===== src/adam_bus_pkg.sv =====
package adam_bus_pkg;

    localparam int ADDR_WIDTH = 16;
    localparam int DATA_WIDTH = 32;
    localparam int STRB_WIDTH = DATA_WIDTH / 8;

    typedef logic [ADDR_WIDTH-1:0] addr_t;
    typedef logic [DATA_WIDTH-1:0] data_t;
    typedef logic [STRB_WIDTH-1:0] strb_t;

    // memory view: region, word index, byte offset
    typedef struct packed {
        logic        region;
        logic [12:0] word;
        logic [1:0]  offset;
    } mem_addr_t;

    // configuration view: region, unused, register index, byte offset
    typedef struct packed {
        logic        region;
        logic [10:0] rsvd;
        logic [1:0]  reg_idx;
        logic [1:0]  offset;
    } cfg_addr_t;

    typedef union packed {
        addr_t     raw;
        mem_addr_t mem;
        cfg_addr_t cfg;
    } bus_addr_u;

endpackage


===== src/adam_map_pkg.sv =====
package adam_map_pkg;

    // region bit of the byte address
    localparam logic REGION_MEM = 1'b0;
    localparam logic REGION_CFG = 1'b1;

    // configuration register indices
    localparam logic [1:0] REG_CTRL      = 2'd0;
    localparam logic [1:0] REG_BOOT_ADDR = 2'd1;
    localparam logic [1:0] REG_IRQ       = 2'd2;

    // CTRL bits
    localparam int CTRL_MEM_RST_BIT   = 0;
    localparam int CTRL_MEM_PAUSE_BIT = 1;

    // IRQ bits
    localparam int IRQ_CPU_BIT = 0;

endpackage


===== src/adam_bus_if.sv =====
interface adam_bus_if;

    logic                  req;
    logic                  gnt;
    adam_bus_pkg::addr_t   addr;
    logic                  we;
    adam_bus_pkg::strb_t   be;
    adam_bus_pkg::data_t   wdata;
    logic                  rvalid;
    adam_bus_pkg::data_t   rdata;

    modport master (
        output req, addr, we, be, wdata,
        input  gnt, rvalid, rdata
    );

    modport slave (
        input  req, addr, we, be, wdata,
        output gnt, rvalid, rdata
    );

endinterface


===== src/adam_decoder.sv =====
module adam_decoder (
    input logic clk_i,
    input logic rst_i,

    adam_bus_if.slave sys_bus,

    adam_bus_if.master mem_bus,
    adam_bus_if.master cfg_bus
);

    adam_bus_pkg::bus_addr_u addr_u;

    logic region;
    logic region_q;
    logic xfer;

    assign addr_u.raw = sys_bus.addr;
    assign region     = addr_u.mem.region;

    // request fields go to both targets, req only to the selected one
    assign mem_bus.req   = sys_bus.req && (region == adam_map_pkg::REGION_MEM);
    assign mem_bus.addr  = sys_bus.addr;
    assign mem_bus.we    = sys_bus.we;
    assign mem_bus.be    = sys_bus.be;
    assign mem_bus.wdata = sys_bus.wdata;

    assign cfg_bus.req   = sys_bus.req && (region == adam_map_pkg::REGION_CFG);
    assign cfg_bus.addr  = sys_bus.addr;
    assign cfg_bus.we    = sys_bus.we;
    assign cfg_bus.be    = sys_bus.be;
    assign cfg_bus.wdata = sys_bus.wdata;

    assign sys_bus.gnt = (region == adam_map_pkg::REGION_CFG) ? cfg_bus.gnt : mem_bus.gnt;

    assign xfer = sys_bus.req && sys_bus.gnt;

    // remember where the transfer went so the response can be picked
    always_ff @(posedge clk_i) begin
        if (rst_i) begin
            region_q <= adam_map_pkg::REGION_MEM;
        end else if (xfer) begin
            region_q <= region;
        end
    end

    always_comb begin
        if (region_q == adam_map_pkg::REGION_CFG) begin
            sys_bus.rvalid = cfg_bus.rvalid;
            sys_bus.rdata  = cfg_bus.rdata;
        end else begin
            sys_bus.rvalid = mem_bus.rvalid;
            sys_bus.rdata  = mem_bus.rdata;
        end
    end

endmodule


===== src/flat_wrapper.sv =====
// flat-port wrapper written by rule: the top's interface ports become plain ports
module adam_decoder_flat 
  (clk_i, rst_i, sys_bus_req, sys_bus_addr, sys_bus_we, sys_bus_be, sys_bus_wdata, sys_bus_gnt, sys_bus_rvalid, sys_bus_rdata, mem_bus_req, mem_bus_addr, mem_bus_we, mem_bus_be, mem_bus_wdata, mem_bus_gnt, mem_bus_rvalid, mem_bus_rdata, cfg_bus_req, cfg_bus_addr, cfg_bus_we, cfg_bus_be, cfg_bus_wdata, cfg_bus_gnt, cfg_bus_rvalid, cfg_bus_rdata);
  adam_bus_if sys_bus_i ();
  adam_bus_if mem_bus_i ();
  adam_bus_if cfg_bus_i ();
  input logic clk_i;
  input logic rst_i;
  input wire logic [$bits(sys_bus_i.req)-1:0] sys_bus_req;
  input wire logic [$bits(sys_bus_i.addr)-1:0] sys_bus_addr;
  input wire logic [$bits(sys_bus_i.we)-1:0] sys_bus_we;
  input wire logic [$bits(sys_bus_i.be)-1:0] sys_bus_be;
  input wire logic [$bits(sys_bus_i.wdata)-1:0] sys_bus_wdata;
  output wire logic [$bits(sys_bus_i.gnt)-1:0] sys_bus_gnt;
  output wire logic [$bits(sys_bus_i.rvalid)-1:0] sys_bus_rvalid;
  output wire logic [$bits(sys_bus_i.rdata)-1:0] sys_bus_rdata;
  output wire logic [$bits(mem_bus_i.req)-1:0] mem_bus_req;
  output wire logic [$bits(mem_bus_i.addr)-1:0] mem_bus_addr;
  output wire logic [$bits(mem_bus_i.we)-1:0] mem_bus_we;
  output wire logic [$bits(mem_bus_i.be)-1:0] mem_bus_be;
  output wire logic [$bits(mem_bus_i.wdata)-1:0] mem_bus_wdata;
  input wire logic [$bits(mem_bus_i.gnt)-1:0] mem_bus_gnt;
  input wire logic [$bits(mem_bus_i.rvalid)-1:0] mem_bus_rvalid;
  input wire logic [$bits(mem_bus_i.rdata)-1:0] mem_bus_rdata;
  output wire logic [$bits(cfg_bus_i.req)-1:0] cfg_bus_req;
  output wire logic [$bits(cfg_bus_i.addr)-1:0] cfg_bus_addr;
  output wire logic [$bits(cfg_bus_i.we)-1:0] cfg_bus_we;
  output wire logic [$bits(cfg_bus_i.be)-1:0] cfg_bus_be;
  output wire logic [$bits(cfg_bus_i.wdata)-1:0] cfg_bus_wdata;
  input wire logic [$bits(cfg_bus_i.gnt)-1:0] cfg_bus_gnt;
  input wire logic [$bits(cfg_bus_i.rvalid)-1:0] cfg_bus_rvalid;
  input wire logic [$bits(cfg_bus_i.rdata)-1:0] cfg_bus_rdata;
  assign sys_bus_i.req = sys_bus_req;
  assign sys_bus_i.addr = sys_bus_addr;
  assign sys_bus_i.we = sys_bus_we;
  assign sys_bus_i.be = sys_bus_be;
  assign sys_bus_i.wdata = sys_bus_wdata;
  assign sys_bus_gnt = sys_bus_i.gnt;
  assign sys_bus_rvalid = sys_bus_i.rvalid;
  assign sys_bus_rdata = sys_bus_i.rdata;
  assign mem_bus_req = mem_bus_i.req;
  assign mem_bus_addr = mem_bus_i.addr;
  assign mem_bus_we = mem_bus_i.we;
  assign mem_bus_be = mem_bus_i.be;
  assign mem_bus_wdata = mem_bus_i.wdata;
  assign mem_bus_i.gnt = mem_bus_gnt;
  assign mem_bus_i.rvalid = mem_bus_rvalid;
  assign mem_bus_i.rdata = mem_bus_rdata;
  assign cfg_bus_req = cfg_bus_i.req;
  assign cfg_bus_addr = cfg_bus_i.addr;
  assign cfg_bus_we = cfg_bus_i.we;
  assign cfg_bus_be = cfg_bus_i.be;
  assign cfg_bus_wdata = cfg_bus_i.wdata;
  assign cfg_bus_i.gnt = cfg_bus_gnt;
  assign cfg_bus_i.rvalid = cfg_bus_rvalid;
  assign cfg_bus_i.rdata = cfg_bus_rdata;
  adam_decoder u_core (.clk_i(clk_i), .rst_i(rst_i), .sys_bus(sys_bus_i), .mem_bus(mem_bus_i), .cfg_bus(cfg_bus_i));
endmodule

===== config.mk =====
export PLATFORM = sky130hd
export DESIGN_NAME = adam_decoder_flat
export DESIGN_NICKNAME = d
export VERILOG_FILES = /design/src/adam_bus_pkg.sv /design/src/adam_map_pkg.sv /design/src/adam_bus_if.sv /design/src/adam_decoder.sv /design/src/flat_wrapper.sv
export SDC_FILE = /design/constraint.sdc
export NUM_CORES = 1
export LEC_CHECK = 0
export BUFFER_PORTS_ARGS = -buffer_cell sky130_fd_sc_hd__buf_2
export CORE_AREA = 2 2 104 106
export CTS_BUF_LIST = sky130_fd_sc_hd__clkbuf_16
export DETAILED_ROUTE_END_ITERATION = 12
export DIE_AREA = 0 0 106 108
export GPL_TIMING_DRIVEN = 0
export SYNTH_ARGS = -nofsm -noshare
export SYNTH_HDL_FRONTEND = slang
export SYNTH_SLANG_ARGS = --single-unit

===== constraint.sdc =====
create_clock -name clk_i -period 1.1 [get_ports clk_i]
set_clock_uncertainty 0.05 [all_clocks]
set_input_delay 0 -clock clk_i [delete_from_list [all_inputs] [get_ports clk_i]]
set_output_delay 0 -clock clk_i [all_outputs]
set_load 0.01 [all_outputs]

==> results.md <==
* Run status: finished with violations
* Violated checks: setup timing
* Total Routed Length at 5147 microns
* Endpoint of the worst-slack reg-to-reg timing path: u_core.region_q$_SDFFE_PP0P_
* Area share of the leading cell type in the synthesized netlist at 0.5594
* Critical path destination: sys_bus_rdata[6]
* Number of synthesized flops with an enable pin at 0
* Starting density of the core at 0.1390
* Post-Syn Nets at between 200 and 300
* Largest reg by FF count: u_core.region_q
* Kind of path behind the tightest hold check: input pin to flip-flop
* Dominant cells by area after synthesis: sky130_fd_sc_hd__buf_4 56%, sky130_fd_sc_hd__mux2_4 32%, sky130_fd_sc_hd__buf_12 4.2%
* Average detailed-routed wire length per instance at 10.25 microns
* Headroom to the max-slew limit at 0.8400
* Final setup violation count at 8
* Max reg flops at 1
* Share of flip-flops with an asynchronous set or reset at 0
* Pre-CTS setup slack at -0.03701 ns
* Clock transition at the register clock pins on the worst setup and hold paths after CTS at 0 ns
* Final setup slack of the worst path at -0.01192 ns
* Largest registers in the final layout: u_core.region_q (1)
* Count of final max-slew check failures at 0
* RSZ-0062 raised after global routing: true
* Drt via density at 3.363
* Setup total negative slack at -0.05359 ns
* Global-route usage over all layers at 0.06984
* Number of remaining DRC errors at 0
* Max frequency at about 0.9 GHz
* Number of nets in the final layout at ~490
* Total vias in the final route at 1,688
* Share of the yosys chip area belonging to registers at 0.01407
* Global placement routability congestion at 0.7892
* R2R Path Start: u_core.region_q$_SDFFE_PP0P_
* Die Area at 11,450 sq um
* WP data arrival at 1.06 ns
* Share of cells above drive strength 1 at 0.9918
* Antenna diode count at 0
* Dominant synthesized flop cell: sky130_fd_sc_hd__dfxtp_1
* Worst Tran Pin Value at 0.2396 ns
* Clock period minus final worst setup slack at 1.112 ns
* Maximum Capacitance Violations at 0
* Post-Synthesis Cell Area at 1423 sq um
* Crit path required time at ~1.1 ns
* Most frequently used cell type in the post-synthesis netlist: sky130_fd_sc_hd__buf_4
* Worst Setup End Kind: primary output
* Pin count of the biggest net entering global routing at 11
* Overall die height at 108 microns
* Cell count after synthesis at 150
* Top fanout value on the critical path at 10
* Port bufs at 213
* Worst Path Class, Setup: flip-flop to primary output
* Total design power at 1.183 mW
* Number of unique standard cell types used by synthesis at 11
* Hold Fails Final Rpt at 0
* Number of cell rows at 37
* Post-Synthesis Mean Instance Area at 9.484 sq um
* Worst reg2reg setup slack at about 0.060 ns
* Remaining antenna violation count at 0
* Detailed-routing iteration count for the pre-antenna-repair pass at 3
* Area Overhead vs Synth at 98.51%
* Count of boundary I/O pins at 266
* Antenna violations before repair at 0
* Sum of net half-perimeters after detailed placement at 4749 microns
* FF+latch count, synth at 1
* Number of global-route vias before repair at approximately 1,500
* Hold buffer count at CTS at 0
* Cell leakage power at 1.686 nW
* Die width at roughly 110 microns
* Crit. Startpoint: u_core.region_q$_SDFFE_PP0P_
* Power density relative to cell area at roughly 420 nW/um^2
* Cell accounting for the most synthesized area: sky130_fd_sc_hd__buf_4
* Number of DRC violations after detailed-routing iteration 0 at 42
* Register-to-Register Path Depth at 4
* Total number of yosys warnings at 0
* Most frequent cells after synthesis: 106 x sky130_fd_sc_hd__buf_4, 30 x sky130_fd_sc_hd__mux2_4, 4 x sky130_fd_sc_hd__mux2_2
* Post-route clock period utilization at 1.011
* Hold slack final at 0.1264 ns
* Critical path launch point type: flip-flop
* Global-route wire length before repair at 6665 microns
* Global route total overflow at 0
* Worst VDD drop at 170.2 uV
* Area of the core at between 10,000 and 15,000 sq um
* Insertion delay of the later-clocked pin in the worst-skew pair at 0 ns
[worst min-delay path by stage]
stage / startpoint / to / slack, ns / cells past startpoint
after floorplan: sys_bus_addr[15] / mem_bus_req / 0.01 / 1
after global placement: rst_i / u_core.region_q$_SDFFE_PP0P_ / 0.12 / 2
after detailed placement: rst_i / u_core.region_q$_SDFFE_PP0P_ / 0.12 / 2
after CTS: rst_i / u_core.region_q$_SDFFE_PP0P_ / 0.12 / 2
after global routing: sys_bus_wdata[25] / mem_bus_wdata[25] / 0.14 / 2
final: rst_i / u_core.region_q$_SDFFE_PP0P_ / 0.13 / 2
[through the flow]
| stage | cells | utilization | instance area [sq um] |
|---|---|---|---|
| final | 502 | 0.2760 | 2824 |
| after global routing | 502 | 0.2760 | 2824 |
| after CTS | 500 | 0.2635 | 2696 |
| after detailed placement | 499 | 0.2599 | 2659 |
| after global placement | 499 | 0.2599 | 2659 |
| after floorplan | 150 | - | 1423 |
[power breakdown]
group | switching (mW) | internal [mW]
logic | 0.417 | 0.727
registers | 0.000888 | 0.0387
clock network | 0 | 0
total | 0.418 | 0.765
[layer usage]
layer | wire, microns | global-route usage | up-vias
met4 | 0 | 0 | 0
met2 | 2946 | 0.1581 | 152
met5 | 0 | 0 | -
met3 | 703 | 0.01266 | 0
met1 | 1498 | 0.06746 | 726
li1 | - | - | 810
[worst max-delay path, stage by stage (launching register included)]
cell and delay (ns):
sky130_fd_sc_hd__dfxtp_2 0.31, sky130_fd_sc_hd__buf_8 0.14, sky130_fd_sc_hd__buf_12 0.15, sky130_fd_sc_hd__mux2_4 0.30, sky130_fd_sc_hd__buf_2 0.15
[cell families (layout without fill, tap and decap cells)]
family	after synthesis	after routing	synth area share
multiplexers	34	34	0.3483
flip-flops	1	1	0.01407
AO/OA/AOI/OAI	2	2	0.01671
AND/OR/NAND/NOR	3	3	0.01144
buffers and inverters	110	326	0.6095
[cells in the final DEF (no fill, tap or decap), types with 3 or more instances in the layout]
master,n
sky130_fd_sc_hd__mux2_4,30
sky130_fd_sc_hd__buf_12,3
sky130_fd_sc_hd__mux2_2,4
sky130_fd_sc_hd__buf_2,191
sky130_fd_sc_hd__buf_6,22
sky130_fd_sc_hd__buf_4,109
[area by class of cell]
class	instances	area (sq um)
well taps	136	170.2
multi-input cells	39	535.5
flip-flops and latches	1	21.27
repair buffers	216	1226
plain buffers	110	870.8
fillers	1101	7407
[repair_timing]
action | 4_1_cts | 5_1_grt
pin swaps | 0 | 1
endpoints found under the setup margin | 30 | 31
setup buffers | 1 | 2
resized for setup | 6 | 18
Power figures use the tool's default switching activity.
