File: src/adam_bus_pkg.sv
package adam_bus_pkg;

    localparam int ADDR_WIDTH = 16;
    localparam int DATA_WIDTH = 32;
    localparam int STRB_WIDTH = DATA_WIDTH / 8;

    typedef logic [ADDR_WIDTH-1:0] addr_t;
    typedef logic [DATA_WIDTH-1:0] data_t;
    typedef logic [STRB_WIDTH-1:0] strb_t;

    // memory view: region, word index, byte offset
    typedef struct packed {
        logic        region;
        logic [12:0] word;
        logic [1:0]  offset;
    } mem_addr_t;

    // configuration view: region, unused, register index, byte offset
    typedef struct packed {
        logic        region;
        logic [10:0] rsvd;
        logic [1:0]  reg_idx;
        logic [1:0]  offset;
    } cfg_addr_t;

    typedef union packed {
        addr_t     raw;
        mem_addr_t mem;
        cfg_addr_t cfg;
    } bus_addr_u;

endpackage

File: src/adam_map_pkg.sv
package adam_map_pkg;

    // region bit of the byte address
    localparam logic REGION_MEM = 1'b0;
    localparam logic REGION_CFG = 1'b1;

    // configuration register indices
    localparam logic [1:0] REG_CTRL      = 2'd0;
    localparam logic [1:0] REG_BOOT_ADDR = 2'd1;
    localparam logic [1:0] REG_IRQ       = 2'd2;

    // CTRL bits
    localparam int CTRL_MEM_RST_BIT   = 0;
    localparam int CTRL_MEM_PAUSE_BIT = 1;

    // IRQ bits
    localparam int IRQ_CPU_BIT = 0;

endpackage

File: src/adam_bus_if.sv
interface adam_bus_if;

    logic                  req;
    logic                  gnt;
    adam_bus_pkg::addr_t   addr;
    logic                  we;
    adam_bus_pkg::strb_t   be;
    adam_bus_pkg::data_t   wdata;
    logic                  rvalid;
    adam_bus_pkg::data_t   rdata;

    modport master (
        output req, addr, we, be, wdata,
        input  gnt, rvalid, rdata
    );

    modport slave (
        input  req, addr, we, be, wdata,
        output gnt, rvalid, rdata
    );

endinterface

File: src/adam_syscfg.sv
module adam_syscfg #(
    parameter adam_bus_pkg::addr_t BOOT_ADDR_RESET = 16'h0100
) (
    input logic clk_i,
    input logic rst_i,

    adam_bus_if.slave bus,

    output logic                mem_rst_o,
    output logic                mem_pause_o,
    output logic                cpu_irq_o,
    output adam_bus_pkg::addr_t cpu_boot_addr_o
);

    adam_bus_pkg::bus_addr_u addr_u;
    adam_bus_pkg::data_t     rd_word;
    adam_bus_pkg::data_t     rdata_q;

    logic [1:0]          ctrl_q;
    adam_bus_pkg::addr_t boot_q;
    logic                irq_q;
    logic                rvalid_q;
    logic                wr_en;

    assign addr_u.raw = bus.addr;

    // never stalls
    assign bus.gnt = bus.req;
    assign wr_en   = bus.req && bus.we;

    // register writes, byte 0 holds all control bits
    always_ff @(posedge clk_i) begin
        if (rst_i) begin
            ctrl_q <= '0;
            boot_q <= BOOT_ADDR_RESET;
            irq_q  <= 1'b0;
        end else if (wr_en) begin
            case (addr_u.cfg.reg_idx)
                adam_map_pkg::REG_CTRL: begin
                    if (bus.be[0]) begin
                        ctrl_q[adam_map_pkg::CTRL_MEM_RST_BIT] <=
                            bus.wdata[adam_map_pkg::CTRL_MEM_RST_BIT];
                        ctrl_q[adam_map_pkg::CTRL_MEM_PAUSE_BIT] <=
                            bus.wdata[adam_map_pkg::CTRL_MEM_PAUSE_BIT];
                    end
                end
                adam_map_pkg::REG_BOOT_ADDR: begin
                    for (int b = 0; b < adam_bus_pkg::ADDR_WIDTH / 8; b++) begin
                        if (bus.be[b]) begin
                            boot_q[8*b +: 8] <= bus.wdata[8*b +: 8];
                        end
                    end
                end
                adam_map_pkg::REG_IRQ: begin
                    if (bus.be[0]) begin
                        irq_q <= bus.wdata[adam_map_pkg::IRQ_CPU_BIT];
                    end
                end
                default: begin
                end
            endcase
        end
    end

    // read mux, index 3 reads as zero
    always_comb begin
        rd_word = '0;
        case (addr_u.cfg.reg_idx)
            adam_map_pkg::REG_CTRL:      rd_word = adam_bus_pkg::data_t'(ctrl_q);
            adam_map_pkg::REG_BOOT_ADDR: rd_word = adam_bus_pkg::data_t'(boot_q);
            adam_map_pkg::REG_IRQ:       rd_word[adam_map_pkg::IRQ_CPU_BIT] = irq_q;
            default:                     rd_word = '0;
        endcase
    end

    always_ff @(posedge clk_i) begin
        if (rst_i) begin
            rvalid_q <= 1'b0;
        end else begin
            rvalid_q <= bus.req;
        end
    end

    always_ff @(posedge clk_i) begin
        if (bus.req) begin
            rdata_q <= bus.we ? '0 : rd_word;
        end
    end

    assign bus.rvalid = rvalid_q;
    assign bus.rdata  = rdata_q;

    assign mem_rst_o       = ctrl_q[adam_map_pkg::CTRL_MEM_RST_BIT];
    assign mem_pause_o     = ctrl_q[adam_map_pkg::CTRL_MEM_PAUSE_BIT];
    assign cpu_irq_o       = irq_q;
    assign cpu_boot_addr_o = boot_q;

endmodule

File: src/flat_wrapper.sv
// flat-port wrapper written by rule: the top's interface ports become plain ports
module adam_syscfg_flat 
#(
    parameter adam_bus_pkg::addr_t BOOT_ADDR_RESET = 16'h0100
)
  (clk_i, rst_i, mem_rst_o, mem_pause_o, cpu_irq_o, cpu_boot_addr_o, bus_req, bus_addr, bus_we, bus_be, bus_wdata, bus_gnt, bus_rvalid, bus_rdata);
  adam_bus_if bus_i ();
  input logic clk_i;
  input logic rst_i;
  output logic mem_rst_o;
  output logic mem_pause_o;
  output logic cpu_irq_o;
  output adam_bus_pkg::addr_t cpu_boot_addr_o;
  input wire logic [$bits(bus_i.req)-1:0] bus_req;
  input wire logic [$bits(bus_i.addr)-1:0] bus_addr;
  input wire logic [$bits(bus_i.we)-1:0] bus_we;
  input wire logic [$bits(bus_i.be)-1:0] bus_be;
  input wire logic [$bits(bus_i.wdata)-1:0] bus_wdata;
  output wire logic [$bits(bus_i.gnt)-1:0] bus_gnt;
  output wire logic [$bits(bus_i.rvalid)-1:0] bus_rvalid;
  output wire logic [$bits(bus_i.rdata)-1:0] bus_rdata;
  assign bus_i.req = bus_req;
  assign bus_i.addr = bus_addr;
  assign bus_i.we = bus_we;
  assign bus_i.be = bus_be;
  assign bus_i.wdata = bus_wdata;
  assign bus_gnt = bus_i.gnt;
  assign bus_rvalid = bus_i.rvalid;
  assign bus_rdata = bus_i.rdata;
  adam_syscfg #(.BOOT_ADDR_RESET(BOOT_ADDR_RESET)) u_core (.clk_i(clk_i), .rst_i(rst_i), .bus(bus_i), .mem_rst_o(mem_rst_o), .mem_pause_o(mem_pause_o), .cpu_irq_o(cpu_irq_o), .cpu_boot_addr_o(cpu_boot_addr_o));
endmodule
File: config.mk
export PLATFORM = sky130hd
export DESIGN_NAME = adam_syscfg_flat
export DESIGN_NICKNAME = d
export VERILOG_FILES = /design/src/adam_bus_pkg.sv /design/src/adam_map_pkg.sv /design/src/adam_bus_if.sv /design/src/adam_syscfg.sv /design/src/flat_wrapper.sv
export SDC_FILE = /design/constraint.sdc
export NUM_CORES = 1
export LEC_CHECK = 0
export ABC_CLOCK_PERIOD_IN_PS = 900
export BUFFER_PORTS_ARGS = -buffer_cell sky130_fd_sc_hd__buf_2
export CAP_MARGIN = 20
export CORE_ASPECT_RATIO = 1.5
export CORE_MARGIN = 5
export CORE_UTILIZATION = 42
export CTS_CLUSTER_DIAMETER = 150
export DETAILED_ROUTE_END_ITERATION = 10
export PLACE_DENSITY = 0.89
export SLEW_MARGIN = 20
export SYNTH_ARGS = -nofsm -noshare
export SYNTH_HDL_FRONTEND = slang
export SYNTH_SLANG_ARGS = --single-unit
export TNS_END_PERCENT = 5
File: constraint.sdc
create_clock -name clk_i -period 0.9 [get_ports clk_i]
set_input_delay 0 -clock clk_i [delete_from_list [all_inputs] [get_ports clk_i]]
set_output_delay 0 -clock clk_i [all_outputs]
set_load 0.1 [all_outputs]
==> flow_summary.ini, run 1 <==
[outcome]
outcome = finished with violations
failed_checks = negative setup slack

[synth]
synth_xor_area_frac = 0
ys_seq_elements = 36
ys_seq_area_frac = 0.531
syn_inst = 152
ys_types = 24
synthTopCellsByCount = 20 x dfxtp_1, 20 x nand2b_1, 17 x buf_4
synthSimpleGateAreaFrac = 0.213
yosys.area.top_type = edfxtp_1
synth_area_mm2 = 0.00166
ys.warnings.count = 0
muxShareOfSynthArea = 0.0784
avgSynthCellArea_um2 = 10.9
synthTopCellsByArea = edfxtp_1 29%, dfxtp_1 24%, mux2i_1 7.8%
synthAdderAreaFrac = 0
synth_top_area_share = 0.289
synthFlopType = dfxtp_1
synth_edf_count = 16
synth_compound_area_frac = 0.0535
synth_top_family_by_area = simple AND/OR/NAND/NOR gates
ys_async_sr_fraction = 0

[timing]
slew_violations = 0
holdWs_ns = 0.0170
fin_crit_sh = 1.05
setup-violations-final = 6
setup_ws_ns = -0.0424
hold_viol_final = 0
rsz0062_at_grt = yes
period_minus_slack_ns = 0.942
fmax_ghz = 1.06
skew_ns = 0.00501

[cells_and_area]
antenna_cells = 0
final_area_mm2 = 0.00280
syn2layout_area_growth_pct = 68.3
nets = 283
final.fill_count = 257
drive_gt1_frac = 0.443

[clocking]
clk_pin_slew_ns = 0.07
cts_setup_buffers = 0
cts_tree = done
cts_buffer_depth = 2
htreeDepth = 2
insertion_delay_ns = 0.29
cts.sinks = 36
cts_root_buf = clkbuf_8
numCtsBuffers = 5

[power]
ir_drop_v = 0.00141
leakage_uw = 0.00114
powerDensity_mw_per_mm2 = 1540

[place]
io_buffers = 60
place_congestion = 0.792
dpl_cell_area_mm2 = 0.00259
hpwlAfterDp_um = 2960

[die]
coreArea_mm2 = 0.00389
ios = 109
die_h_um = 87.0
start_util = 0.427
chipWidth_um = 61.3
rows = 28
die_area_mm2 = 0.00534

[global_routing]
first_global_vias = 1313
antenna_found_initial = 0
grt_use_total = 0.152
grt_pass1_wl_um = 5910
grt_max_degree = 25
grt-ovfl-total = 0

[drt]
wl_met1_um = 1230
routed_wl_um = 3850
ant_nets = 0
first_pass_iters = 4
viasPerCell = 4.66
top_layer = met4
wl_met2_um = 2190
avgRoutedWirePerCell_um = 14.1
dr_wl_met3_um = 319
num_vias = 1273
drt_iter0_markers = 23
drc_errors = 0

[worst_setup_path]
path_buf_inv = 0
crit_path_top_delay_cell = dfxtp_4
critPathMaxStageDelay_ns = 0.35
cp_cell_sequence = mux2i_1 > o22a_1 > nor2_1
worstSetupPathType = flop to flop
crit_path_end_kind = flop
cp_top_family = flip-flops
cp.required_ns = 0.93
worstPathArrival_ns = 0.97
crit_fanout = 2
setup.worst_path.start_class = flop

[job]
drv_cap = 0

[min_path]
min_path_type = input pin to flop
[metrics by stage]
stage / std cells / power (uW) / TNS (ns) / util / setup WS, ns
detailed placement: 258 / 2800 / -1.77 / 0.666 / -0.114
finish: 273 / 4310 / -0.0957 / 0.719 / -0.0424
global route: 273 / 4460 / -0.596 / 0.719 / -0.0857
CTS: 273 / 4350 / -0.155 / 0.719 / -0.0384
floorplan: 167 / 2540 / -1.86 / - / -0.120
global placement: 258 / 2790 / -1.02 / 0.666 / -0.0556
[layer usage]
metal  GRT usage  up-vias
met2       0.286       50
met1       0.140      595
met3      0.0415        9
met5           0        -
li1            -      619
met4      0.0792        0
[report_power, final]
| part | switching (uW) | internal, uW |
|---|---|---|
| clock network | 544 | 977 |
| logic | 740 | 284 |
| registers | 38.3 | 1730 |
| total | 1320 | 2990 |
[final cells by class]
type	instances	area [um^2]	share of cell area
clock buffers	7	96.3	0.0345
inverters	7	26.3	0.00940
repair buffers	77	1030	0.370
well taps	45	56.3	0.0201
clock inverters	1	30.0	0.0107
flip-flops and latches	36	920	0.329
multi-input cells	100	633	0.226
[what timing repair did]
action,4_1_cts,5_1_grt
hold buffers,7,0
hold endpoints to repair,8,0
pin swaps,1,0
endpoints found under the setup margin,14,19
resized for setup,2,0
gates cloned,0,0
[cell families (layout without fill, tap and decap cells)]
kind of cell,count (synthesis),after routing
AND/OR/NAND/NOR,54,54
flip-flops,36,36
buffers and inverters,31,92
AO/OA/AOI/OAI,17,17
multiplexers,13,13
other,1,16
[flip-flops by register name (all words and copies together) (netlist names)]
| name | count |
|---|---|
| u_core.bus.rdata | 16 |
| u_core.bus.rvalid | 1 |
| u_core.cpu_boot_addr_o | 16 |
| u_core.cpu_irq_o | 1 |
| u_core.ctrl_q | 2 |
[worst min-delay path, stage by stage]
cell      delay [ns]
buf_2           0.10
nand2b_1        0.07
mux2i_1         0.08
[placed cells by master, fill, tap and decap left out]
| cell type | instances |
|---|---|
| dfxtp_4 | 6 |
| nor3_1 | 1 |
| a21oi_1 | 6 |
| dfxtp_2 | 13 |
| nor3b_1 | 1 |
| bufinv_16 | 1 |
| or2_1 | 1 |
| nor2_4 | 2 |
| nor2b_1 | 3 |
| buf_12 | 39 |
| o21ai_1 | 2 |
| nand2b_1 | 20 |
| dlygate4sd3_1 | 7 |
| conb_1 | 16 |
| edfxtp_1 | 16 |
| nor3_2 | 1 |
| or3_1 | 6 |
| o22a_1 | 1 |
| dfxtp_1 | 1 |
| nand3_4 | 1 |
| and2_1 | 14 |
| clkbuf_8 | 7 |
| buf_6 | 2 |
| mux2i_1 | 13 |
| nor2_1 | 3 |
| buf_2 | 23 |
| nand3_1 | 1 |
| buf_4 | 6 |
| inv_1 | 7 |
| o21ai_0 | 8 |
[path summary, 6_finish.rpt]
kind / from / slack [ns] / depth (start not counted) / endpoint
worst max-delay path: u_core.cpu_irq_o / -0.04 / 3 / u_core.bus.rdata[0]
worst min-delay path: bus_wdata[11] / 0.02 / 3 / u_core.cpu_boot_addr_o[11]
worst max register to register: u_core.cpu_irq_o / -0.04 / 3 / u_core.bus.rdata[0]
worst min register to register: u_core.cpu_boot_addr_o[10] / 0.50 / 2 / u_core.cpu_boot_addr_o[10]
(Power assumes the default switching activity.)
==> run 2, diff against run 1 <==
CORE_UTILIZATION = 25   (was 42)
PLACE_DENSITY = 0.61   (was 0.89)
==> flow_summary.ini, run 2 (synthesis gave the netlist of run 1 again) <==
[outcome]
outcome = finished with violations
failed_checks = negative setup slack

[clocking]
cts.sinks = 36
htreeDepth = 2
insertion_delay_ns = 0.29
cts_buffer_depth = 2
clk_pin_slew_ns = 0.07
cts_setup_buffers = 0
cts_root_buf = clkbuf_8
numCtsBuffers = 5
cts_tree = done

[global_routing]
met2_usage = 0.177
grt_max_degree = 31
first_global_vias = 1271
grt_use_total = 0.0972
grt-busiest-layer = met2
grtUsageMet1 = 0.0986
grt_pass1_wl_um = 6380
grt-ovfl-total = 0
use_met3 = 0.0303
antenna_found_initial = 0

[worst_setup_path]
crit_path_end_kind = primary output
worstPathArrival_ns = 0.93
crit_path_top_delay_cell = edfxtp_1
cp_cell_sequence = buf_12
setup.worst_path.start_class = flop
critPathMaxStageDelay_ns = 0.44
worstSetupPathType = flop to primary output
path_buf_inv = 1
cp_top_family = flip-flops
cp.required_ns = 0.90
crit_fanout = 1

[timing]
setup-violations-final = 9
rsz0062_at_grt = yes
hold_viol_final = 0
skew_ns = 0.00374
setup_ws_ns = -0.0274
slew_violations = 0
fmax_ghz = 1.08
holdWs_ns = 0.0305
fin_setup_tns_ns = -0.0568
period_minus_slack_ns = 0.927
fin_crit_sh = 1.03

[cells_and_area]
nets = 290
syn2layout_area_growth_pct = 72.2
antenna_cells = 0
drive_gt1_frac = 0.443
layout.cells.non_filler = 311
layout_common_cells = 40 x buf_12, 23 x buf_2, 20 x nand2b_1
final.fill_count = 644
multiInputGateArea_um2 = 633
regArea_um2 = 920
final_common_cell = buf_12

[power]
leakage_uw = 0.00115
powerDensity_mw_per_mm2 = 1370
fin_total_pwr_uw = 3910
ir_drop_v = 0.000618

[die]
chipWidth_um = 76.5
rows = 36
coreArea_mm2 = 0.00649
die_h_um = 110
ios = 109
start_util = 0.256
die_area_mm2 = 0.00840

[place]
hpwlAfterDp_um = 3200
io_buffers = 60
placedCellCount = 294
pre_cts_slack_ns = -0.112
place_congestion = 0.702

[drt]
drt_iter0_markers = 38
drc_errors = 0
ant_nets = 0
first_pass_iters = 4
avgRoutedWirePerCell_um = 12.9
viasPerCell = 4.10
routed_wl_um = 4010
num_vias = 1276

[job]
drv_cap = 0

[min_path]
min_path_type = input pin to flop
==> run 2: cell types whose count changed in the layout (fill, tap and decap cells not counted) <==
cell	change
clkbuf_1	+2
buf_4	+4
clkinv_2	+1
buf_12	+1
dlygate4sd3_1	+2
bufinv_16	-1
clkbuf_8	-2
==> run 2: layout make-up <==
cell class,instances,share of cell area
repair buffers,84,0.386
flip-flops and latches,36,0.322
multi-input cells,100,0.221
well taps,76,0.0333
clock buffers,7,0.0267
inverters,7,0.00919
clock inverters,1,0.00175
==> run 2: layer usage <==
layer,vias to the layer above,wire length (um)
li1,632,-
met1,587,1430
met2,51,2230
met3,6,285
met4,0,64
met5,-,0
==> run 2: worst paths after layout <==
| check | startpoint | slack (ns) | cells past startpoint | endpoint |
|---|---|---|---|---|
| max | u_core.bus.rdata[9] | -0.03 | 1 | bus_rdata[9] |
| min reg2reg | u_core.cpu_boot_addr_o[9] | 0.50 | 2 | u_core.cpu_boot_addr_o[9] |
| max reg2reg | u_core.cpu_irq_o | -0.01 | 3 | u_core.bus.rdata[0] |
| min | bus_wdata[4] | 0.03 | 4 | u_core.cpu_boot_addr_o[4] |
==> run 2: metrics by stage <==
step	area [um^2]	util
2_1_floorplan	1760	-
3_3_place_gp	2680	0.413
3_5_place_dp	2680	0.413
4_1_cts	2860	0.441
5_1_grt	2860	0.441
6_report	2860	0.441
==> run 2: repair_timing <==
item | in CTS | in global routing
pin swaps | 1 | 0
hold endpoints to repair | 9 | 0
hold buffers | 9 | 0
endpoints found under the setup margin | 18 | 19
resized for setup | 2 | 0
==> run 2: worst register-to-register path: stages, from the launching register on <==
cell and delay, ns:
dfxtp_4 0.34, mux2i_1 0.14, o22a_1 0.15, nor2_1 0.04
==> run 2: power by group <==
group | switching (uW) | total, uW | internal [uW]
Clock | 544 | 1090 | 543
Sequential | 37.9 | 1770 | 1730
Combinational | 746 | 1050 | 306
