--- config.mk ---
export PLATFORM = sky130hd
export DESIGN_NAME = adam_arbiter_flat
export DESIGN_NICKNAME = d
export VERILOG_FILES = /design/src/adam_bus_pkg.sv /design/src/adam_bus_if.sv /design/src/adam_arbiter.sv /design/src/flat_wrapper.sv
export SDC_FILE = /design/constraint.sdc
export NUM_CORES = 1
export LEC_CHECK = 0
export BUFFER_PORTS_ARGS = -buffer_cell sky130_fd_sc_hd__buf_2
export CORE_AREA = 2 2 104 106
export DETAILED_ROUTE_END_ITERATION = 7
export DIE_AREA = 0 0 106 108
export SYNTH_ARGS = -nofsm -noshare
export SYNTH_HDL_FRONTEND = slang
export SYNTH_SLANG_ARGS = --single-unit
--- constraint.sdc ---
create_clock -name clk_i -period 4.1 [get_ports clk_i]
set_input_delay 0.82 -clock clk_i [delete_from_list [all_inputs] [get_ports clk_i]]
set_output_delay 0.82 -clock clk_i [all_outputs]
set_load 0.005 [all_outputs]
--- src/adam_bus_pkg.sv ---
package adam_bus_pkg;

    localparam int ADDR_WIDTH = 16;
    localparam int DATA_WIDTH = 32;
    localparam int STRB_WIDTH = DATA_WIDTH / 8;

    typedef logic [ADDR_WIDTH-1:0] addr_t;
    typedef logic [DATA_WIDTH-1:0] data_t;
    typedef logic [STRB_WIDTH-1:0] strb_t;

    // memory view: region, word index, byte offset
    typedef struct packed {
        logic        region;
        logic [12:0] word;
        logic [1:0]  offset;
    } mem_addr_t;

    // configuration view: region, unused, register index, byte offset
    typedef struct packed {
        logic        region;
        logic [10:0] rsvd;
        logic [1:0]  reg_idx;
        logic [1:0]  offset;
    } cfg_addr_t;

    typedef union packed {
        addr_t     raw;
        mem_addr_t mem;
        cfg_addr_t cfg;
    } bus_addr_u;

endpackage

--- src/adam_bus_if.sv ---
interface adam_bus_if;

    logic                  req;
    logic                  gnt;
    adam_bus_pkg::addr_t   addr;
    logic                  we;
    adam_bus_pkg::strb_t   be;
    adam_bus_pkg::data_t   wdata;
    logic                  rvalid;
    adam_bus_pkg::data_t   rdata;

    modport master (
        output req, addr, we, be, wdata,
        input  gnt, rvalid, rdata
    );

    modport slave (
        input  req, addr, we, be, wdata,
        output gnt, rvalid, rdata
    );

endinterface

--- src/adam_arbiter.sv ---
module adam_arbiter (
    input logic clk_i,
    input logic rst_i,

    adam_bus_if.slave lp_bus,
    adam_bus_if.slave hs_bus,

    adam_bus_if.master sys_bus
);

    // 0 selects lp, 1 selects hs
    logic sel;
    logic last_q;
    logic xfer;

    adam_bus_pkg::bus_addr_u sel_addr;

    // on contention the port that lost last time wins
    always_comb begin
        if (lp_bus.req && hs_bus.req) begin
            sel = ~last_q;
        end else if (hs_bus.req) begin
            sel = 1'b1;
        end else begin
            sel = 1'b0;
        end
    end

    always_comb begin
        sel_addr.raw = sel ? hs_bus.addr : lp_bus.addr;
    end

    assign sys_bus.req   = lp_bus.req || hs_bus.req;
    assign sys_bus.addr  = sel_addr.raw;
    assign sys_bus.we    = sel ? hs_bus.we : lp_bus.we;
    assign sys_bus.be    = sel ? hs_bus.be : lp_bus.be;
    assign sys_bus.wdata = sel ? hs_bus.wdata : lp_bus.wdata;

    assign lp_bus.gnt = sys_bus.gnt && !sel;
    assign hs_bus.gnt = sys_bus.gnt && sel;

    assign xfer = sys_bus.req && sys_bus.gnt;

    // winner of the last transfer, which is also the owner of the
    // response that arrives one cycle after it
    always_ff @(posedge clk_i) begin
        if (rst_i) begin
            // lp goes first after reset
            last_q <= 1'b1;
        end else if (xfer) begin
            last_q <= sel;
        end
    end

    assign lp_bus.rvalid = sys_bus.rvalid && !last_q;
    assign hs_bus.rvalid = sys_bus.rvalid && last_q;

    // data is only meaningful alongside rvalid
    assign lp_bus.rdata = sys_bus.rdata;
    assign hs_bus.rdata = sys_bus.rdata;

endmodule

--- src/flat_wrapper.sv ---
// flat-port wrapper written by rule: the top's interface ports become plain ports
module adam_arbiter_flat 
  (clk_i, rst_i, lp_bus_req, lp_bus_addr, lp_bus_we, lp_bus_be, lp_bus_wdata, lp_bus_gnt, lp_bus_rvalid, lp_bus_rdata, hs_bus_req, hs_bus_addr, hs_bus_we, hs_bus_be, hs_bus_wdata, hs_bus_gnt, hs_bus_rvalid, hs_bus_rdata, sys_bus_req, sys_bus_addr, sys_bus_we, sys_bus_be, sys_bus_wdata, sys_bus_gnt, sys_bus_rvalid, sys_bus_rdata);
  adam_bus_if lp_bus_i ();
  adam_bus_if hs_bus_i ();
  adam_bus_if sys_bus_i ();
  input logic clk_i;
  input logic rst_i;
  input wire logic [$bits(lp_bus_i.req)-1:0] lp_bus_req;
  input wire logic [$bits(lp_bus_i.addr)-1:0] lp_bus_addr;
  input wire logic [$bits(lp_bus_i.we)-1:0] lp_bus_we;
  input wire logic [$bits(lp_bus_i.be)-1:0] lp_bus_be;
  input wire logic [$bits(lp_bus_i.wdata)-1:0] lp_bus_wdata;
  output wire logic [$bits(lp_bus_i.gnt)-1:0] lp_bus_gnt;
  output wire logic [$bits(lp_bus_i.rvalid)-1:0] lp_bus_rvalid;
  output wire logic [$bits(lp_bus_i.rdata)-1:0] lp_bus_rdata;
  input wire logic [$bits(hs_bus_i.req)-1:0] hs_bus_req;
  input wire logic [$bits(hs_bus_i.addr)-1:0] hs_bus_addr;
  input wire logic [$bits(hs_bus_i.we)-1:0] hs_bus_we;
  input wire logic [$bits(hs_bus_i.be)-1:0] hs_bus_be;
  input wire logic [$bits(hs_bus_i.wdata)-1:0] hs_bus_wdata;
  output wire logic [$bits(hs_bus_i.gnt)-1:0] hs_bus_gnt;
  output wire logic [$bits(hs_bus_i.rvalid)-1:0] hs_bus_rvalid;
  output wire logic [$bits(hs_bus_i.rdata)-1:0] hs_bus_rdata;
  output wire logic [$bits(sys_bus_i.req)-1:0] sys_bus_req;
  output wire logic [$bits(sys_bus_i.addr)-1:0] sys_bus_addr;
  output wire logic [$bits(sys_bus_i.we)-1:0] sys_bus_we;
  output wire logic [$bits(sys_bus_i.be)-1:0] sys_bus_be;
  output wire logic [$bits(sys_bus_i.wdata)-1:0] sys_bus_wdata;
  input wire logic [$bits(sys_bus_i.gnt)-1:0] sys_bus_gnt;
  input wire logic [$bits(sys_bus_i.rvalid)-1:0] sys_bus_rvalid;
  input wire logic [$bits(sys_bus_i.rdata)-1:0] sys_bus_rdata;
  assign lp_bus_i.req = lp_bus_req;
  assign lp_bus_i.addr = lp_bus_addr;
  assign lp_bus_i.we = lp_bus_we;
  assign lp_bus_i.be = lp_bus_be;
  assign lp_bus_i.wdata = lp_bus_wdata;
  assign lp_bus_gnt = lp_bus_i.gnt;
  assign lp_bus_rvalid = lp_bus_i.rvalid;
  assign lp_bus_rdata = lp_bus_i.rdata;
  assign hs_bus_i.req = hs_bus_req;
  assign hs_bus_i.addr = hs_bus_addr;
  assign hs_bus_i.we = hs_bus_we;
  assign hs_bus_i.be = hs_bus_be;
  assign hs_bus_i.wdata = hs_bus_wdata;
  assign hs_bus_gnt = hs_bus_i.gnt;
  assign hs_bus_rvalid = hs_bus_i.rvalid;
  assign hs_bus_rdata = hs_bus_i.rdata;
  assign sys_bus_req = sys_bus_i.req;
  assign sys_bus_addr = sys_bus_i.addr;
  assign sys_bus_we = sys_bus_i.we;
  assign sys_bus_be = sys_bus_i.be;
  assign sys_bus_wdata = sys_bus_i.wdata;
  assign sys_bus_i.gnt = sys_bus_gnt;
  assign sys_bus_i.rvalid = sys_bus_rvalid;
  assign sys_bus_i.rdata = sys_bus_rdata;
  adam_arbiter u_core (.clk_i(clk_i), .rst_i(rst_i), .lp_bus(lp_bus_i), .hs_bus(hs_bus_i), .sys_bus(sys_bus_i));
endmodule
==> impl_summary.txt, run 1 <==
----------------------------------------------------
[Finish]
  Register with the most flip-flops ... u_core.last_q
  Post-route design area ... 1900 um2
  Most common cell after layout, fill and taps aside ... sky130_fd_sc_hd__buf_2
  Leading cell types in the layout, fill and taps excluded ... sky130_fd_sc_hd__buf_2 (169), sky130_fd_sc_hd__mux2_4 (48), sky130_fd_sc_hd__mux2_2 (5)
  Share of post-route cells with drive strength above 1 ... 96.6%
  Count of inserted antenna diode cells ... 0
  Growth of design area from synthesis to finish ... 30.8%
  Max reg flops ... 1
  Total Nets Final ... 380
  Largest registers in the final layout ... u_core.last_q x1

[Power and ir drop]
  Net switching power ... 0.0772 mW
  Sequential share of power ... 5.1%
  Total leakage power ... 1.11 nW
  Clock Power Share ... 0%
  Power per Cell Area ... 120 nW/um2
  Total internal power ... 0.150 mW
  VDD IR-drop max ... 0.0000996 V
  Switching portion of total power ... 34.0%
  Logic pwr share ... 94.9%
  Final Total Pwr ... 0.227 mW

[Timing]
  Final setup violation count ... 0
  Slew at the pin with the worst max-slew slack ... 0.686 ns
  Crit share post-route ... 74.5%
  Achievable frequency ... 0.328 GHz
  Clk_skew ... 0 ns
  Time the final worst path needs with I/O delays and setup ... 3.05 ns
  Endpoints failing hold ... 0
  Slew headroom ... 54.3%
  Final slew viol count ... 0
  Total negative slack for setup checks ... 0 ns
  Unrepaired setup endpoints after global routing ... no

[GRT]
  Global-route wire length before repair ... 6.21 mm
  Global-route usage over all layers ... 6.77%
  Antenna violations before repair ... 0
  GRT met3 Usage ... 1.39%
  Met1 Resource Use GR ... 7.72%
  Most utilized layer in the global route result ... met2
  Pin count of the biggest net entering global routing ... 41
  Total global routing overflow ... 0
  Vias in the first global route ... 1249
  GR met2 Demand/Resource ... 13.4%

[Worst setup path]
  Critical Path, Cell by Cell ... buf_2, a21boi_4, buf_4, mux2_2, buf_2
  Required time of the critical path ... 3.28 ns
  Category of the worst setup path capture point ... primary output
  Kind of start point of the critical path ... input pin
  Crit-path slowest cell ... sky130_fd_sc_hd__buf_4
  Maximum cell stage delay along the critical path ... 0.55 ns
  Critical-path maximum fanout ... 40
  CP dominant cell by count ... sky130_fd_sc_hd__buf_2
  Worst EP arrival ... 2.23 ns
  Slack of the worst reg-to-reg path ... 3.34 ns
  R2R cell count ... 2
  Startpoint-to-endpoint class of the critical path ... input pin to primary output

[Floorplan]
  Width of the chip ... 106 um
  Die Outline Area ... 11400 um2
  Core Rows ... 37
  Number of primary I/O pins ... 266
  Initial core utilization ... 14.2%
  Core Footprint ... 10200 um2
  Chip Height ... 108 um

[Yosys]
  Average instance area after synthesis ... 10.9 um2
  Count of mapped cells out of synthesis ... 133
  Yosys top cell area share ... 49.7%
  Synth Net Count ... 277
  Warning count from the yosys run ... 0
  Summed instance area of the synthesized netlist ... 1450 um2
  Cell type contributing the most total cell area after synthesis ... sky130_fd_sc_hd__mux2_4
  Unique cell type count in the Yosys netlist ... 14
  Share of the yosys chip area belonging to registers ... 1.38%
  Leading post-synthesis cells by cell area ... sky130_fd_sc_hd__mux2_4 (50%), sky130_fd_sc_hd__buf_4 (33%), sky130_fd_sc_hd__buf_12 (6.9%), sky130_fd_sc_hd__mux2_2 (3.9%), sky130_fd_sc_hd__dfxtp_1 (1.4%)
  Synth Register Bits ... 1

[Run]
  Max_cap viols ... 0

[Drt]
  Total number of vias ... 1254
  Post-DRT Antenna Nets ... 0
  Number of optimization iterations in the first detailed-route pass ... 4
  Total Routed Length ... 4.66 mm
  Post-route DRC ... 0
  Detailed router's first-iteration violation count ... 39
  Wirelength per Cell ... 12.6 um
  DR vias/cell ... 3.39

[Hold path]
  Path category of the worst min-delay check ... register to register
  Cell depth of the worst hold path ... 2

[Place]
  IO Port Bufs ... 169
  Routability congestion estimate from global placement ... 0.616
  Dpl hpwl ... 4.15 mm
  Area post-placement ... 1900 um2

[Clocking]
  Worst skew pair latency ... 0 ns
  Hold-fix buffer count after cts ... 0
  # resized after CTS ... 0
  Buffers inserted during post-CTS setup optimization ... 0
  Clock slew at reported path FFs ... 0 ns

[Status]
  Outcome ... completed

----------------------------------------------------
==> worst paths after layout <==
| check | to | from |
|---|---|---|
| max reg2reg | u_core.last_q$_SDFFE_PP1P_ | u_core.last_q$_SDFFE_PP1P_ |
| max | sys_bus_we | lp_bus_req |
| min | u_core.last_q$_SDFFE_PP1P_ | u_core.last_q$_SDFFE_PP1P_ |
| min reg2reg | u_core.last_q$_SDFFE_PP1P_ | u_core.last_q$_SDFFE_PP1P_ |
==> critical path: cells and delay by family <==
family | cells | cell delay [ns]
AOI/OAI and AO/OA | 1 | 0.15
buffers and inverters | 3 | 0.81
muxes | 1 | 0.42
==> logic make-up after synthesis <==
| kind of cell | count (synthesis) | share of synthesized area, % |
|---|---|---|
| AND/OR/NAND/NOR | 6 | 2.67 |
| AO/OA/AOI/OAI | 3 | 1.64 |
| flip-flops | 1 | 1.38 |
| multiplexers | 53 | 53.5 |
| buffers and inverters | 70 | 40.8 |
==> power groups by stage <==
stage / logic, mW / registers [mW] / clock network, mW
global route: 0.233 / 0.0118 / 0
floorplan: 0.170 / 0.0112 / 0
detailed placement: 0.218 / 0.0116 / 0
finish: 0.215 / 0.0116 / 0
CTS: 0.219 / 0.0117 / 0
global placement: 0.216 / 0.0116 / 0
==> area by class of cell <==
cell class              instances  area (um2)
fillers                      1153        8330
multi-input cells              62         847
flip-flops and latches          1        20.0
well taps                     136         170
repair buffers                171         861
==> Yosys cell counts <==
cell,n
sky130_fd_sc_hd__dfxtp_1,1
sky130_fd_sc_hd__o21bai_1,1
sky130_fd_sc_hd__nor2b_1,1
sky130_fd_sc_hd__mux2_2,5
sky130_fd_sc_hd__or2_2,1
sky130_fd_sc_hd__buf_4,64
sky130_fd_sc_hd__a21boi_2,1
sky130_fd_sc_hd__and2b_1,1
sky130_fd_sc_hd__a21oi_1,1
sky130_fd_sc_hd__and2_1,2
sky130_fd_sc_hd__and3_1,1
sky130_fd_sc_hd__mux2_4,48
sky130_fd_sc_hd__buf_12,5
sky130_fd_sc_hd__buf_6,1
==> per-stage QoR <==
stage / setup slack, ns / util, % / hold slack [ns] / instances
global placement: 1.08 / 18.6 / 0.581 / 370
CTS: 1.03 / 18.6 / 0.622 / 370
finish: 1.05 / 18.6 / 0.607 / 370
detailed placement: 1.03 / 18.6 / 0.614 / 370
floorplan: 1.68 / - / 0.525 / 133
global route: 0.957 / 18.6 / 0.677 / 370
==> per-layer routing <==
layer | wire length [um] | vias up
li1 | - | 589
met1 | 1690 | 559
met2 | 2410 | 102
met3 | 547 | 4
met4 | 9 | 0
met5 | 0 | -
Power figures use the tool's default switching activity.
==> run 2: changes to the inputs <==
Settings changed: CORE_AREA 2 2 104 106 to 2 2 102 104, DIE_AREA 0 0 106 108 to 0 0 104 106.
Clock period 4.1 ns to 2.85 ns, I/O delays scaled along.
==> impl_summary.txt, run 2 (synthesis results as in run 1) <==
----------------------------------------------------
[Power and ir drop]
  Clock Power Share ... 0% (about the same)
  Logic pwr share ... 94.8% (was 94.9%)
  Power per Cell Area ... 170 nW/um2 (was 120 nW/um2)
  Total leakage power ... 1.10 nW (was 1.11 nW)
  VDD IR-drop max ... 0.000131 V (was 0.0000996 V)
  Net switching power ... 0.107 mW (was 0.0772 mW)
  Total internal power ... 0.216 mW (was 0.150 mW)
  Sequential share of power ... 5.2% (was 5.1%)
  Switching portion of total power ... 33.0% (was 34.0%)

[Drt]
  Post-DRT Antenna Nets ... 0 (unchanged)
  Number of optimization iterations in the first detailed-route pass ... 4 (unchanged)
  Wirelength per Cell ... 11.8 um (was 12.6 um)
  Top routing layer used ... met4 (unchanged)
  Met1 routed wirelength after detailed routing ... 1.51 mm (was 1.69 mm)
  Detailed route wirelength on metal3 ... 541 um (was 547 um)
  Detailed router's first-iteration violation count ... 37 (was 39)
  Total number of vias ... 1237 (was 1254)
  Post-route DRC ... 0 (unchanged)
  Total Routed Length ... 4.37 mm (was 4.66 mm)
  DR vias/cell ... 3.35 (was 3.39)
  Met2 wire length ... 2.26 mm (was 2.41 mm)

[Timing]
  Endpoints failing hold ... 0 (unchanged)
  Slew at the pin with the worst max-slew slack ... 0.421 ns (was 0.686 ns)
  Final slew viol count ... 0 (unchanged)
  Achievable frequency ... 0.427 GHz
  Final setup violation count ... 0 (unchanged)
  Time the final worst path needs with I/O delays and setup ... 2.34 ns
  Unrepaired setup endpoints after global routing ... no (unchanged)
  Clk_skew ... 0 ns (unchanged)
  Total negative slack for setup checks ... 0 ns (unchanged)
  Slew headroom ... 71.9% (was 54.3%)
  Crit share post-route ... 82.2%
  Worst-case setup margin in the final layout ... 0.507 ns (was 1.05 ns)

[Finish]
  Share of post-route cells with drive strength above 1 ... 96.6% (about the same)
  Total Nets Final ... 379 (was 380)
  Count of inserted antenna diode cells ... 0 (unchanged)
  Max reg flops ... 1 (unchanged)
  Most common cell after layout, fill and taps aside ... sky130_fd_sc_hd__buf_2 (unchanged)
  Growth of design area from synthesis to finish ... 31.1% (was 30.8%)
  Leading cell types in the layout, fill and taps excluded ... sky130_fd_sc_hd__buf_2 (169), sky130_fd_sc_hd__mux2_4 (48), sky130_fd_sc_hd__mux2_2 (5) (unchanged)
  Register with the most flip-flops ... u_core.last_q (unchanged)
  Largest registers in the final layout ... u_core.last_q x1 (unchanged)

[Floorplan]
  Number of primary I/O pins ... 266 (unchanged)
  Width of the chip ... 104 um (was 106 um)
  Core Footprint ... 10000 um2 (was 10200 um2)
  Chip Height ... 106 um (was 108 um)
  Die Outline Area ... 11000 um2 (was 11400 um2)
  Core Rows ... 37 (unchanged)
  Initial core utilization ... 14.5% (was 14.2%)

[Worst setup path]
  Maximum cell stage delay along the critical path ... 0.39 ns (was 0.55 ns)
  Crit path max-delay family ... buffers and inverters (unchanged)
  Slack of the worst reg-to-reg path ... 2.07 ns (was 3.34 ns)
  Worst EP arrival ... 1.77 ns (was 2.23 ns)
  CP dominant cell by count ... sky130_fd_sc_hd__buf_2 (unchanged)
  Crit-path slowest cell ... sky130_fd_sc_hd__mux2_2 (was sky130_fd_sc_hd__buf_4)
  Kind of start point of the critical path ... input pin (unchanged)
  Critical path origin ... lp_bus_req (unchanged)
  Startpoint-to-endpoint class of the critical path ... input pin to primary output (unchanged)
  Launching point of the worst reg2reg path ... u_core.last_q$_SDFFE_PP1P_ (unchanged)
  Critical-path maximum fanout ... 55 (was 40)
  Required time of the critical path ... 2.28 ns (was 3.28 ns)
  Critical Path, Cell by Cell ... buf_2, a21boi_4, buf_12, mux2_2, buf_2 (was buf_2, a21boi_4, buf_4, mux2_2, buf_2)
  Category of the worst setup path capture point ... primary output (unchanged)
  Count of buffer and inverter cells on the critical path ... 3 (unchanged)

[Place]
  IO Port Bufs ... 169 (unchanged)
  Setup Slack @ Placement ... 0.518 ns (was 1.03 ns)
  Routability congestion estimate from global placement ... 0.838 (was 0.616)
  Dpl hpwl ... 3.76 mm (was 4.15 mm)

[GRT]
  Antenna violations before repair ... 0 (unchanged)
  Global-route usage over all layers ... 6.68% (was 6.77%)
  Total global routing overflow ... 0 (unchanged)
  Vias in the first global route ... 1211 (was 1249)
  Global-route wire length before repair ... 6.19 mm (was 6.21 mm)
  Pin count of the biggest net entering global routing ... 56 (was 41)

[Clocking]
  Clock slew at reported path FFs ... 0 ns (about the same)
  Hold-fix buffer count after cts ... 0 (unchanged)
  Buffers inserted during post-CTS setup optimization ... 0 (unchanged)
  Worst skew pair latency ... 0 ns (about the same)
  # resized after CTS ... 0 (unchanged)

[Hold path]
  Path category of the worst min-delay check ... register to register (unchanged)
  Startpoint of the worst hold path ... u_core.last_q$_SDFFE_PP1P_ (unchanged)

[Status]
  Outcome ... completed (unchanged)

[Run]
  Max_cap viols ... 0 (unchanged)

----------------------------------------------------
run 2: area by class of cell:
class / count / area [um2]
well taps: 136 / 170
multi-input cells: 62 / 847
fillers: 1118 / 8100
flip-flops and latches: 1 / 20.0
repair buffers: 170 / 866
run 2: final timing paths:
| check | endpoint | cells after the start |
|---|---|---|
| worst max-delay path | sys_bus_wdata[31] | 5 |
| worst min-delay path | u_core.last_q$_SDFFE_PP1P_ | 2 |
| worst max register to register | u_core.last_q$_SDFFE_PP1P_ | 2 |
| worst min register to register | u_core.last_q$_SDFFE_PP1P_ | 2 |
run 2: metrics by stage:
stage | cell area, um2 | cells | hold WS (ns) | power, mW | utilization [%]
after floorplan | 1450 | 133 | 0.525 | 0.261 | -
after global placement | 1900 | 369 | 0.581 | 0.323 | 19.0
after detailed placement | 1900 | 369 | 0.624 | 0.326 | 19.0
after CTS | 1900 | 369 | 0.624 | 0.328 | 19.0
after global routing | 1900 | 369 | 0.677 | 0.348 | 19.0
final | 1900 | 369 | 0.622 | 0.323 | 19.0
run 2: per-layer routing:
metal,global-route usage (%),vias to the layer above
met1,7.07,552
met5,0,-
met2,13.0,90
met4,1.25,0
li1,-,586
met3,2.15,9
run 2: worst reg2reg max path, cell delays in order (launching register included):
cell and delay, ns:
sky130_fd_sc_hd__dfxtp_1 0.40, sky130_fd_sc_hd__and3_1 0.19, sky130_fd_sc_hd__o21bai_1 0.07
run 2: power groups by stage:
stage / Sequential, mW / Combinational [mW] / Clock (mW)
2_1_floorplan: 0.0161 / 0.245 / 0
3_3_place_gp: 0.0166 / 0.307 / 0
3_5_place_dp: 0.0168 / 0.309 / 0
4_1_cts: 0.0168 / 0.312 / 0
5_1_grt: 0.0170 / 0.331 / 0
6_report: 0.0168 / 0.307 / 0
